**config.mk**
```make
export PLATFORM = sky130hd
export DESIGN_NAME = load_fsm_flat
export DESIGN_NICKNAME = d
export VERILOG_FILES = /design/src/hw/loader_pkg.sv /design/src/hw/buf_if.sv /design/src/hw/load_fsm.sv /design/src/flat_wrapper.sv
export VERILOG_INCLUDE_DIRS = /design/src /design/src/include
export SDC_FILE = /design/constraint.sdc
export NUM_CORES = 1
export LEC_CHECK = 0
export CAP_MARGIN = 20
export CORE_AREA = 2 2 39 41
export CTS_CLUSTER_DIAMETER = 40
export CTS_CLUSTER_SIZE = 12
export DETAILED_ROUTE_END_ITERATION = 7
export DIE_AREA = 0 0 41 43
export DONT_BUFFER_PORTS = 1
export PLACE_DENSITY = 0.49
export SLEW_MARGIN = 20
export SYNTH_ARGS = -nofsm -noshare
export SYNTH_HDL_FRONTEND = slang
export SYNTH_SLANG_ARGS = --single-unit
```
**constraint.sdc**
```tcl
create_clock -name clk -period 1.45 [get_ports clk]
set_input_delay 0.145 -clock clk [delete_from_list [all_inputs] [get_ports clk]]
set_output_delay 0.145 -clock clk [all_outputs]
set_load 0.005 [all_outputs]
```
**src/include/loader_cfg.svh**
```systemverilog
`ifndef LOADER_CFG_SVH
`define LOADER_CFG_SVH

// Bytes in one SD sector
`define SECTOR_BYTES 512

// Sectors fetched per group, kept small for simulation
`define SECTORS_PER_GROUP 4

// Sector distance between consecutive group bases
`define GROUP_STRIDE 100

// Groups visited before the base wraps back to 0
`define GROUP_COUNT 5

// Largest prime below 2**16
`define CHECKSUM_MOD 65521

// Stable cycles the button needs, 10 ms at 25 MHz
`define DEBOUNCE_CYCLES 250000

`endif

```
**src/hw/loader_pkg.sv**
```systemverilog
package loader_pkg;

    // Load controller states
    typedef enum logic [2:0] {
        INIT,        // Latch sector number
        WAIT_READY,  // Wait for SD controller idle
        READ,        // Request issued, bytes streaming
        WAIT_SECTOR, // Sector done, wait for controller
        SUM,         // Checksum pass over the buffer
        DONE         // Result shown, wait for press
    } load_state_t;

    typedef logic [7:0]  byte_t;   // SD data byte
    typedef logic [15:0] word_t;   // Buffer word, also checksum width
    typedef logic [31:0] sector_t; // SD sector address

endpackage

```
**src/hw/buf_if.sv**
```systemverilog
`timescale 1ns/10ps
`include "loader_cfg.svh"

// Byte path into the sector buffer plus the checksum read port
interface buf_if #(
    parameter int AW = $clog2(`SECTORS_PER_GROUP * `SECTOR_BYTES / 2)
);
    import loader_pkg::*;

    logic          byte_valid; // One-cycle strobe per accepted byte
    byte_t         byte_data;
    logic          clear;      // Group restart
    logic [AW-1:0] rd_addr;
    word_t         rd_data;    // Registered, one cycle after rd_addr
    logic [AW:0]   word_count; // Words written since clear

    modport writer (output byte_valid, byte_data, clear);
    modport store  (input byte_valid, byte_data, clear, rd_addr, output rd_data, word_count);
    modport reader (output rd_addr, input rd_data, word_count);

endinterface

```
**src/hw/load_fsm.sv**
```systemverilog
`timescale 1ns/10ps

module load_fsm (
    input  logic              clk,
    input  logic              rst,
    input  logic              sd_ready,
    input  logic              sd_byte_valid,
    input  loader_pkg::byte_t sd_byte,
    output logic              sd_rd,
    input  logic              press,
    input  logic              last_byte,
    input  logic              group_full,
    output logic              sector_start,
    output logic              byte_step,
    output logic              next_group,
    output logic              sum_start,
    input  logic              sum_finished,
    buf_if.writer             bus,
    output logic              done
);
    import loader_pkg::*;

    load_state_t state;
    load_state_t state_next;

    always_ff @(posedge clk) begin
        if (rst) begin
            state <= INIT;
            sd_rd <= 1'b0;
        end else begin
            state <= state_next;
            sd_rd <= (state == WAIT_READY) && sd_ready; // High in first READ cycle only
        end
    end

    always_comb begin
        state_next = state;
        case (state)
            INIT:        state_next = WAIT_READY;
            WAIT_READY:  if (sd_ready) state_next = READ;
            READ:        if (last_byte) state_next = WAIT_SECTOR;
            WAIT_SECTOR: begin
                if (sd_ready) begin
                    state_next = group_full ? SUM : INIT;
                end
            end
            SUM:         if (sum_finished) state_next = DONE;
            DONE:        if (press) state_next = INIT; // Presses elsewhere are dropped
            default:     state_next = INIT;
        endcase
    end

    assign sector_start = (state == INIT);
    assign byte_step    = (state == READ) && sd_byte_valid; // Bytes taken only in READ
    assign next_group   = (state == DONE) && press;
    assign sum_start    = (state == WAIT_SECTOR) && sd_ready && group_full;

    // Accepted byte goes straight on to the buffer
    assign bus.byte_valid = byte_step;
    assign bus.byte_data  = sd_byte;
    assign bus.clear      = next_group; // New group starts empty

    assign done = (state == DONE);

endmodule

```
**src/flat_wrapper.sv**
```systemverilog
// flat-port wrapper written by rule: the top's interface ports become plain ports
module load_fsm_flat import loader_pkg::*;
  (clk, rst, sd_ready, sd_byte_valid, sd_byte, sd_rd, press, last_byte, group_full, sector_start, byte_step, next_group, sum_start, sum_finished, done, bus_byte_valid, bus_byte_data, bus_clear);
  buf_if bus_i ();
  input  logic clk;
  input  logic rst;
  input  logic sd_ready;
  input  logic sd_byte_valid;
  input  loader_pkg::byte_t sd_byte;
  output logic sd_rd;
  input  logic press;
  input  logic last_byte;
  input  logic group_full;
  output logic sector_start;
  output logic byte_step;
  output logic next_group;
  output logic sum_start;
  input  logic sum_finished;
  output logic done;
  output wire logic [$bits(bus_i.byte_valid)-1:0] bus_byte_valid;
  output wire logic [$bits(bus_i.byte_data)-1:0] bus_byte_data;
  output wire logic [$bits(bus_i.clear)-1:0] bus_clear;
  assign bus_byte_valid = bus_i.byte_valid;
  assign bus_byte_data = bus_i.byte_data;
  assign bus_clear = bus_i.clear;
  load_fsm u_core (.clk(clk), .rst(rst), .sd_ready(sd_ready), .sd_byte_valid(sd_byte_valid), .sd_byte(sd_byte), .sd_rd(sd_rd), .press(press), .last_byte(last_byte), .group_full(group_full), .sector_start(sector_start), .byte_step(byte_step), .next_group(next_group), .sum_start(sum_start), .sum_finished(sum_finished), .bus(bus_i), .done(done));
endmodule
```
==> impl_metrics.sql, run 1 <==
INSERT INTO impl_metrics (metric_group, metric, value, unit) VALUES
('place', 'placedCellCount', '45', ''),
('timing', 'final-hold-violation-count', '0', ''),
('route', 'postRouteAntennaNets', '0', ''),
('layout', 'n_antenna_cell', '0', ''),
('timing', 'timing_worst_slew_pin_value', '0.359', 'ns'),
('cts', 'cts_sinks', '4', ''),
('cts', 'clock_tree.buffer_depth', '2', ''),
('setup_path', 'critPathLaunch', 'u_core.state[2]', ''),
('layout', 'post_layout_nonfiller_instances', '49', ''),
('cts', 'postCtsResizedCells', '0', ''),
('power', 'p_leak', '0.113', 'nW'),
('die', 'core_area', '1380', 'um^2'),
('layout', 'commonest_non_fill_non_tap_cells_in_the_layout', 'sky130_fd_sc_hd__nor3_1 (4), sky130_fd_sc_hd__dfxtp_1 (4), sky130_fd_sc_hd__nand2_1 (3), sky130_fd_sc_hd__clkbuf_4 (3)', ''),
('die', 'floorplan.initialDensity', '23.1', '%'),
('route', 'detail_route.vias_per_cell', '4.63', ''),
('synth', 'synth_cell_type_count', '20', ''),
('die', 'num_rows', '14', ''),
('synth', 'synth.largest_area_cell', 'sky130_fd_sc_hd__buf_4', ''),
('layout', 'area_delta_synth_final', '-11.0', '%'),
('die', 'die_width', '41', 'um'),
('layout', 'post_route_cells_drive_above_1_share', '9.09', '%'),
('cts', 'cts_tree', 'done', ''),
('power', 'peakVddDrop', '0.275', 'mV'),
('power', 'powerDensity', '1270', 'nW/um^2'),
('setup_path', 'worst_r2r_startpoint', 'u_core.state[0]', ''),
('synth', 'synth.cell_area', '319', 'um^2'),
('cts', 'cts_made_buffers', '3', ''),
('synth', 'syn-num-nets', '57', ''),
('route', 'tritonroute_pass_1_iters', '2', ''),
('global_routing', 'pin_count_of_the_biggest_net_entering_global_routing', '12', ''),
('hold_path', 'worstHoldPathType', 'in -> reg', ''),
('synth', 'yosysTopAreaCellShare', '25.9', '%'),
('outcome', 'run_status', 'complete, no violations', ''),
('setup_path', 'cp_slowest_stage_delay', '0.49', 'ns'),
('timing', 'hold-worst-slack', '0.0209', 'ns'),
('place', 'place_worst_setup_slack', '0.365', 'ns'),
('place', 'portBuffers', '0', ''),
('global_routing', 'grt_overflow', '0', ''),
('setup_path', 'start_kind', 'flip-flop', ''),
('setup_path', 'timing.critical_path.cells', 'and4b_1 > and2_1', ''),
('setup_path', 'worstSetupPathType', 'reg -> out', ''),
('cts', 'post-cts-setup-buffer-count', '0', ''),
('timing', 'tns', '0', 'ns'),
('timing', 'setup_violations_final', '0', ''),
('die', 'dieHeight', '43', 'um'),
('synth', 'synth_top_cells_by_area', 'sky130_fd_sc_hd__buf_4 (26%), sky130_fd_sc_hd__dfxtp_1 (25%), sky130_fd_sc_hd__nor3_1 (6.3%), sky130_fd_sc_hd__and2_1 (3.9%), sky130_fd_sc_hd__and3_1 (3.9%)', ''),
('setup_path', 'r2r_setup_slack', '0.35', 'ns'),
('setup_path', 'endpoint_kind', 'primary output', ''),
('layout', 'finalNetCount', '51', ''),
('timing', 'timing.final.crit_share', '88.7', '%'),
('place', 'globalplace.congestion', '0.666', ''),
('setup_path', 'worst_endpoint_required_time', '1.31', 'ns'),
('setup_path', 'critPathCapture', 'sum_start', ''),
('global_routing', 'grt_pass1_vias', '198', ''),
('timing', 'slew_headroom', '75.9', '%'),
('setup_path', 'cp.arrival', '1.14', 'ns'),
('cts', 'ctsRootBufferMaster', 'sky130_fd_sc_hd__clkbuf_4', ''),
('cts', 'clkTransAtPathRegs', '0.04', 'ns'),
('timing', 'post-route-min-period', '1.29', 'ns'),
('cts', 'clk_latency', '0.24', 'ns'),
('die', 'die_area', '1760', 'um^2'),
('setup_path', 'slowest_stage_cell_cp', 'sky130_fd_sc_hd__dfxtp_1', ''),
('route', 'remaining_drc_errors', '0', ''),
('timing', 'maxSlewViolCount', '0', ''),
('setup_path', 'rr_endpoint', 'u_core.state[2]', ''),
('hold_path', 'timing.hold.worst.start', 'rst', ''),
('die', 'floorplan.io_pins', '32', ''),
('route', 'total_wirelength', '553', 'um'),
('global_routing', 'global_route.usage.total', '8.01', '%'),
('synth', 'synthCells', '41', ''),
('timing', 'final.setup_skew', '0.00165', 'ns');
## critical path: cells and delay by family, from the launching register on
family | cells | cell delay (ns)
flops | 1 | 0.49
simple gates | 2 | 0.42
## cells by family (layout without fill, tap and decap cells)
logic type,count (synthesis),after routing,share of synthesized area (%)
DFF,4,4,25.1
xor gates and xnor gates,1,1,2.75
AOI/OAI and AO/OA,5,5,11.0
and+or+nand+nor,17,17,31.4
buffers and inverters,14,6,29.8
## synth_stat cells
| cell | count |
|---|---|
| sky130_fd_sc_hd__inv_1 | 2 |
| sky130_fd_sc_hd__a31oi_1 | 1 |
| sky130_fd_sc_hd__nand2_1 | 3 |
| sky130_fd_sc_hd__nor3b_1 | 1 |
| sky130_fd_sc_hd__nor3_1 | 4 |
| sky130_fd_sc_hd__and4b_1 | 1 |
| sky130_fd_sc_hd__and2_1 | 2 |
| sky130_fd_sc_hd__and3_1 | 2 |
| sky130_fd_sc_hd__buf_4 | 11 |
| sky130_fd_sc_hd__dfxtp_1 | 4 |
| sky130_fd_sc_hd__and2b_1 | 1 |
| sky130_fd_sc_hd__xnor2_1 | 1 |
| sky130_fd_sc_hd__a21boi_0 | 1 |
| sky130_fd_sc_hd__buf_2 | 1 |
| sky130_fd_sc_hd__nor2_1 | 1 |
| sky130_fd_sc_hd__or3b_1 | 1 |
| sky130_fd_sc_hd__o211ai_1 | 1 |
| sky130_fd_sc_hd__o41ai_1 | 1 |
| sky130_fd_sc_hd__nand2b_1 | 1 |
| sky130_fd_sc_hd__a21oi_1 | 1 |
## registers in the layout, summed over array words and instances (netlist names)
register,flops
u_core.state,3
u_core.sd_rd,1
## how the worst min path moves through the flow
stage | end | depth (start not counted)
floorplan | u_core.state[1] | 1
CTS | u_core.state[0] | 1
detailed placement | u_core.state[2] | 1
global route | u_core.state[0] | 1
global placement | u_core.state[2] | 1
finish | u_core.state[0] | 1
## layer usage
layer | vias to the layer above | track usage [%] | part of all wire (%)
li1 | 115 | - | -
met1 | 99 | 7.64 | 42
met2 | 11 | 7.81 | 40
met3 | 2 | 11.0 | 16
met4 | 0 | 6.67 | 1.4
met5 | - | 0 | 0
## report_power, final
| part | switching [mW] | total [mW] | internal, mW |
|---|---|---|---|
| sequential | 0.0276 | 0.154 | 0.127 |
| combinational | 0.0323 | 0.0699 | 0.0377 |
| clock | 0.0439 | 0.136 | 0.0924 |
## per-stage QoR
step                instance area, um^2  util [%]  power, mW
finish                              284      20.5      0.361
global route                        284      20.5      0.395
CTS                                 284      20.5      0.372
detailed placement                  251      18.2      0.224
global placement                    251      18.2      0.224
floorplan                           319         -      0.242
## final cells by class
class / instances / area, um^2
inverter: 2 / 7.51
sequential: 4 / 80.1
clock buffer: 3 / 22.5
tap: 16 / 20.0
fill: 153 / 1100
timing repair buffer: 1 / 10.0
multi-input combinational: 23 / 144
No activity file was read; power rests on OpenSTA's default activity.
==> run 2, diff against run 1 <==
--- a/config.mk
+++ b/config.mk
@@ -8,12 +8,14 @@
 export LEC_CHECK = 0
 export CAP_MARGIN = 20
 export CORE_AREA = 2 2 39 41
+export CTS_BUF_LIST = sky130_fd_sc_hd__clkbuf_8
 export CTS_CLUSTER_DIAMETER = 40
 export CTS_CLUSTER_SIZE = 12
 export DETAILED_ROUTE_END_ITERATION = 7
 export DIE_AREA = 0 0 41 43
 export DONT_BUFFER_PORTS = 1
 export PLACE_DENSITY = 0.49
+export REMOVE_ABC_BUFFERS = 1
 export SLEW_MARGIN = 20
 export SYNTH_ARGS = -nofsm -noshare
 export SYNTH_HDL_FRONTEND = slang
==> run 2 against run 1 <==
Against the previous run:
- register-to-register slack barely moved
- first-iteration DRC count is 100% lower
- clock-buffer cell count stayed put
- largest cell class unchanged
- via count increased by 1.8%
- critical path type unchanged
- critical endpoint unchanged
- largest power group is now clock
==> impl_metrics.sql, run 2 (synthesized netlist as in run 1, its figures left out) <==
INSERT INTO impl_metrics (metric_group, metric, value, unit) VALUES
('die', 'die_width', '41', 'um'),
('die', 'die_area', '1760', 'um^2'),
('power', 'p_total', '0.460', 'mW'),
('setup_path', 'critPathLaunch', 'u_core.state[2]', ''),
('die', 'num_rows', '14', ''),
('outcome', 'run_status', 'complete, no violations', ''),
('route', 'via_count', '231', ''),
('layout', 'commonest_non_fill_non_tap_cells_in_the_layout', 'sky130_fd_sc_hd__nor3_1 (4), sky130_fd_sc_hd__dfxtp_1 (4), sky130_fd_sc_hd__nand2_1 (3), sky130_fd_sc_hd__clkbuf_8 (3)', ''),
('setup_path', 'path_buf_inv', '0', ''),
('die', 'core_area', '1380', 'um^2'),
('route', 'wl_met3', '116', 'um'),
('layout', 'final_area', '303', 'um^2'),
('power', 'seq_power_share', '33.8', '%'),
('die', 'dieHeight', '43', 'um'),
('route', 'postRouteAntennaNets', '0', ''),
('layout', 'post_route_cells_drive_above_1_share', '9.09', '%'),
('global_routing', 'global_route.usage.total', '9.32', '%'),
('run', 'max_cap_violations', '0', ''),
('hold_path', 'worstHoldPathType', 'in -> reg', ''),
('timing', 'post-route-min-period', '1.28', 'ns'),
('global_routing', 'grt_pass1_vias', '247', ''),
('cts', 'clk_latency', '0.21', 'ns'),
('route', 'remaining_drc_errors', '0', ''),
('power', 'peakVddDrop', '0.532', 'mV'),
('layout', 'reg_top3', 'u_core.state (3), u_core.sd_rd (1)', ''),
('timing', 'slew_headroom', '76.3', '%'),
('timing', 'tns', '0', 'ns'),
('cts', 'ctsRootBufferMaster', 'sky130_fd_sc_hd__clkbuf_8', ''),
('hold_path', 'timing.hold.worst_path_depth', '1', ''),
('setup_path', 'worst_r2r_startpoint', 'u_core.state[1]', ''),
('timing', 'final-hold-violation-count', '0', ''),
('global_routing', 'grt_overflow', '0', ''),
('timing', 'final.setup_skew', '0.000221', 'ns'),
('setup_path', 'crit_fanout', '11', ''),
('setup_path', 'start_kind', 'flip-flop', ''),
('cts', 'postCtsResizedCells', '0', ''),
('place', 'placed_area', '251', 'um^2'),
('cts', 'clock_tree.buffer_depth', '2', ''),
('power', 'combPwrFrac', '15.6', '%'),
('power', 'power.switching_fraction', '25.7', '%'),
('setup_path', 'worstSetupPathType', 'reg -> out', ''),
('route', 'tritonroute_pass_1_iters', '1', ''),
('place', 'place_hpwl', '501', 'um'),
('timing', 'timing.final.crit_share', '88.5', '%'),
('power', 'int_pwr', '0.342', 'mW'),
('route', 'detail_route.vias_per_cell', '4.71', ''),
('route', 'total_wirelength', '710', 'um'),
('power', 'switching_power', '0.118', 'mW'),
('die', 'floorplan.initialDensity', '23.1', '%'),
('route', 'routed-wl-met2', '274', 'um'),
('timing', 'hold-worst-slack', '0.00806', 'ns'),
('power', 'powerDensity', '1520', 'nW/um^2'),
('cts', 'cts_tree', 'done', ''),
('setup_path', 'worst_endpoint_required_time', '1.31', 'ns'),
('timing', 'maxSlewViolCount', '0', ''),
('setup_path', 'timing.critical_path.max_delay_family', 'flip-flops', ''),
('setup_path', 'rr_endpoint', 'u_core.state[2]', ''),
('setup_path', 'timing.reg2reg.worst_path_depth', '3', ''),
('hold_path', 'hold-path-endpoint', 'u_core.state[1]', ''),
('global_routing', 'wire_length_of_the_first_global_routing_pass', '1.10', 'mm'),
('place', 'portBuffers', '0', ''),
('timing', 'timing_worst_slew_pin_value', '0.353', 'ns'),
('setup_path', 'r2r_setup_slack', '0.35', 'ns'),
('layout', 'area_delta_synth_final', '-5.10', '%'),
('global_routing', 'pin_count_of_the_biggest_net_entering_global_routing', '12', ''),
('place', 'globalplace.congestion', '0.749', ''),
('global_routing', 'grt_antenna_before_repair', '0', ''),
('timing', 'setup_violations_final', '0', ''),
('timing', 'worst_slack', '0.167', 'ns'),
('hold_path', 'timing.hold.worst.start', 'rst', ''),
('cts', 'clkTransAtPathRegs', '0.03', 'ns'),
('setup_path', 'timing.critical_path.cells', 'and4b_1 > and2_1', ''),
('route', 'detail_route.wirelength.met1', '319', 'um'),
('layout', 'finalNetCount', '51', ''),
('timing', 'rsz0062_at_grt', 'false', ''),
('layout', 'max_reg_flops', '3', ''),
('setup_path', 'slowest_stage_cell_cp', 'sky130_fd_sc_hd__dfxtp_1', ''),
('power', 'p_leak', '0.121', 'nW'),
('cts', 'cts_sinks', '4', ''),
('timing', 'fmaxAchievable', '0.780', 'GHz'),
('die', 'floorplan.io_pins', '32', ''),
('place', 'place_worst_setup_slack', '0.352', 'ns'),
('setup_path', 'endpoint_kind', 'primary output', ''),
('setup_path', 'cp_slowest_stage_delay', '0.49', 'ns'),
('power', 'clock_network_fraction_of_design_power', '50.6', '%'),
('route', 'top_layer_used', 'met3', ''),
('cts', 'ctsHtreeMaxLevel', '1', ''),
('setup_path', 'cp.arrival', '1.14', 'ns'),
('layout', 'regMostFlops', 'u_core.state', ''),
('layout', 'n_antenna_cell', '0', ''),
('cts', 'cts_made_buffers', '3', ''),
('route', 'drt_iter0_markers', '0', ''),
('route', 'route.detailed.wl_per_inst', '14.5', 'um');
-- run 2: changes by cell type in the layout (fill, tap and decap cells not counted) --
cell,delta
sky130_fd_sc_hd__clkbuf_4,-3
sky130_fd_sc_hd__clkbuf_8,+3
-- run 2: through the flow --
stage,utilization (%),std cells
2_1_floorplan,-,29
3_3_place_gp,18.2,45
3_5_place_dp,18.2,45
4_1_cts,21.9,49
5_1_grt,21.9,49
6_report,21.9,49
-- run 2: area by class of cell --
cell class | instances | area, um^2
Inverter | 2 | 7.51
Sequential cell | 4 | 80.1
Timing Repair Buffer | 1 | 10.0
Clock buffer | 3 | 41.3
Tap cell | 16 | 20.0
Multi-Input combinational cell | 23 | 144
Fill cell | 149 | 1080
-- run 2: how the worst max path moves through the flow --
stage | end | depth (start not counted)
2_1_floorplan | u_core.state[2] | 3
3_3_place_gp | u_core.state[2] | 3
3_5_place_dp | u_core.state[2] | 3
4_1_cts | sum_start | 2
5_1_grt | sum_start | 2
6_report | sum_start | 2
-- run 2: repair_timing --
action                                 4_1_cts  5_1_grt
endpoints found under the hold margin        1        0
buffers inserted                             0        0
hold buffers                                 1        0
setup endpoints to repair                    0        0
-- run 2: routing by layer --
layer / up-vias / GRT usage, %
met2: 26 / 9.06
met3: 0 / 12.6
met1: 90 / 11.8
met5: - / 0
met4: 0 / 2.00
li1: 115 / -
-- run 2: power groups by stage --
stage	Combinational [mW]	Sequential, mW	Clock [mW]
after floorplan	0.0607	0.150	0
after global placement	0.0703	0.157	0
after detailed placement	0.0684	0.157	0
after CTS	0.0718	0.156	0.242
after global routing	0.0803	0.161	0.251
final	0.0718	0.155	0.233
==> run 3, diff against run 2 <==
==> constraint.sdc (replaced) <==
create_clock -name clk -period 1.45 [get_ports clk]
set_input_delay 0.0725 -clock clk [delete_from_list [all_inputs] [get_ports clk]]
set_output_delay 0.0725 -clock clk [all_outputs]
set_load 0.005 [all_outputs]
==> run 3 against run 2 <==
Against the previous run:
- non-clock buffer count is the same
- sequential share of layout area is the same
- clock power barely moved
- hold slack better by 0.0068 ns
- wire length increased by 0.99%
- largest cell class unchanged
==> impl_metrics.sql, run 3 (synthesized netlist as in run 1, its figures left out) <==
INSERT INTO impl_metrics (metric_group, metric, value, unit) VALUES
('timing', 'hold-worst-slack', '0.0149', 'ns'),
('hold_path', 'worstHoldPathType', 'in -> reg', ''),
('layout', 'area_delta_synth_final', '-5.10', '%'),
('timing', 'final.setup_skew', '0.000162', 'ns'),
('hold_path', 'hold-path-endpoint', 'u_core.state[0]', ''),
('layout', 'n_antenna_cell', '0', ''),
('setup_path', 'cp.arrival', '1.15', 'ns'),
('place', 'globalplace.congestion', '0.749', ''),
('route', 'top_layer_used', 'met3', ''),
('cts', 'clkTransAtPathRegs', '0.03', 'ns'),
('global_routing', 'wire_length_of_the_first_global_routing_pass', '1.09', 'mm'),
('die', 'num_rows', '14', ''),
('timing', 'setup_violations_final', '0', ''),
('route', 'tritonroute_pass_1_iters', '2', ''),
('route', 'detail_route.vias_per_cell', '4.61', ''),
('power', 'p_leak', '0.121', 'nW'),
('layout', 'filler_cell_count', '149', ''),
('timing', 'fmaxAchievable', '0.818', 'GHz'),
('global_routing', 'grt_antenna_before_repair', '0', ''),
('cts', 'clock_tree.buffer_depth', '2', ''),
('layout', 'postLayoutCoreUtil', '21.9', '%'),
('route', 'drt_iter0_markers', '2', ''),
('setup_path', 'crit_fanout', '11', ''),
('layout', 'multi_input_area', '144', 'um^2'),
('outcome', 'run_status', 'complete, no violations', ''),
('timing', 'post-route-min-period', '1.22', 'ns'),
('layout', 'regArea', '80.1', 'um^2'),
('power', 'peakVddDrop', '0.533', 'mV'),
('setup_path', 'endpoint_kind', 'primary output', ''),
('timing', 'tns', '0', 'ns'),
('die', 'die_area', '1760', 'um^2'),
('setup_path', 'worst_endpoint_required_time', '1.38', 'ns'),
('timing', 'final-hold-violation-count', '0', ''),
('route', 'total_wirelength', '717', 'um'),
('route', 'routed-wl-met2', '269', 'um'),
('layout', 'reg_top3', 'u_core.state (3), u_core.sd_rd (1)', ''),
('die', 'core_area', '1380', 'um^2'),
('cts', 'cts_sinks', '4', ''),
('layout', 'commonest_non_fill_non_tap_cells_in_the_layout', 'sky130_fd_sc_hd__nor3_1 (4), sky130_fd_sc_hd__dfxtp_1 (4), sky130_fd_sc_hd__nand2_1 (3), sky130_fd_sc_hd__clkbuf_8 (3)', ''),
('global_routing', 'pin_count_of_the_biggest_net_entering_global_routing', '12', ''),
('setup_path', 'timing.reg2reg.worst_path_depth', '3', ''),
('cts', 'cts_tree', 'done', ''),
('layout', 'finalNetCount', '51', ''),
('die', 'dieHeight', '43', 'um'),
('timing', 'slew_headroom', '76.3', '%'),
('timing', 'worst_slack', '0.227', 'ns'),
('place', 'portBuffers', '0', ''),
('die', 'floorplan.io_pins', '32', ''),
('timing', 'maxSlewViolCount', '0', ''),
('cts', 'clk_latency', '0.21', 'ns'),
('place', 'place_worst_setup_slack', '0.352', 'ns'),
('cts', 'ctsRootBufferMaster', 'sky130_fd_sc_hd__clkbuf_8', ''),
('cts', 'ctsHtreeMaxLevel', '1', ''),
('global_routing', 'global_route.usage.total', '9.22', '%'),
('timing', 'timing.final.crit_share', '84.3', '%'),
('global_routing', 'grt_overflow', '0', ''),
('route', 'remaining_drc_errors', '0', ''),
('die', 'die_width', '41', 'um'),
('layout', 'max_reg_flops', '3', ''),
('setup_path', 'start_kind', 'flip-flop', ''),
('route', 'detail_route.wirelength.met1', '331', 'um'),
('setup_path', 'rr_endpoint', 'u_core.state[2]', ''),
('setup_path', 'worstSetupPathType', 'reg -> out', ''),
('layout', 'regMostFlops', 'u_core.state', ''),
('cts', 'post-cts-setup-buffer-count', '0', ''),
('power', 'p_total', '0.462', 'mW'),
('layout', 'post_route_cells_drive_above_1_share', '9.09', '%'),
('cts', 'cts_made_buffers', '3', ''),
('die', 'floorplan.initialDensity', '23.1', '%'),
('timing', 'rsz0062_at_grt', 'false', ''),
('route', 'via_count', '226', ''),
('timing', 'timing_worst_slew_pin_value', '0.353', 'ns'),
('setup_path', 'worst_r2r_startpoint', 'u_core.state[1]', ''),
('global_routing', 'grt_pass1_vias', '247', ''),
('place', 'place_hpwl', '501', 'um'),
('run', 'max_cap_violations', '0', ''),
('setup_path', 'r2r_setup_slack', '0.35', 'ns'),
('route', 'postRouteAntennaNets', '0', ''),
('hold_path', 'timing.hold.worst_path_depth', '2', ''),
('route', 'wl_met3', '116', 'um'),
('route', 'route.detailed.wl_per_inst', '14.6', 'um'),
('hold_path', 'timing.hold.worst.start', 'last_byte', ''),
('power', 'powerDensity', '1520', 'nW/um^2');
[run 3: final cells by class]
cell class	instances	area share, %
multi-input combinational	23	47.5
clock buffer	3	13.6
timing repair buffer	1	3.31
tap	16	6.61
inverter	2	2.48
sequential	4	26.4
[run 3: power by group]
group	internal, mW	total (mW)	switching (mW)
registers	0.127	0.156	0.0286
clock network	0.177	0.233	0.0563
logic	0.0377	0.0728	0.0350
total	0.342	0.462	0.120
[run 3: critical path, cell delays in order (launching register included)]
cell	delay, ns
sky130_fd_sc_hd__dfxtp_1	0.50
sky130_fd_sc_hd__and4b_1	0.26
sky130_fd_sc_hd__and2_1	0.17
[run 3: metal layers]
metal  GRT usage, %  up-vias
li1               -      114
met1           11.2       86
met2           9.38       26
met3           12.6        0
met4           2.00        0
met5              0        -
[run 3: repair_timing]
action | 4_1_cts | 5_1_grt
hold buffers | 1 | 0
gates resized for setup | 0 | 0
endpoints found under the hold margin | 3 | 0
[run 3: worst max-delay path by stage]
stage                    start              end  slack, ns  depth (start not counted)
2_1_floorplan  u_core.state[0]  u_core.state[2]       0.42                          3
3_3_place_gp   u_core.state[0]  u_core.state[2]       0.37                          3
3_5_place_dp   u_core.state[0]  u_core.state[2]       0.35                          3
4_1_cts        u_core.state[2]        sum_start       0.23                          2
5_1_grt        u_core.state[2]        sum_start       0.16                          2
6_report       u_core.state[2]        sum_start       0.23                          2
[run 3: metrics by stage]
step / instance area [um^2] / std cells
after global placement: 251 / 45
final: 303 / 49
after detailed placement: 251 / 45
after global routing: 303 / 49
after CTS: 303 / 49
after floorplan: 231 / 29
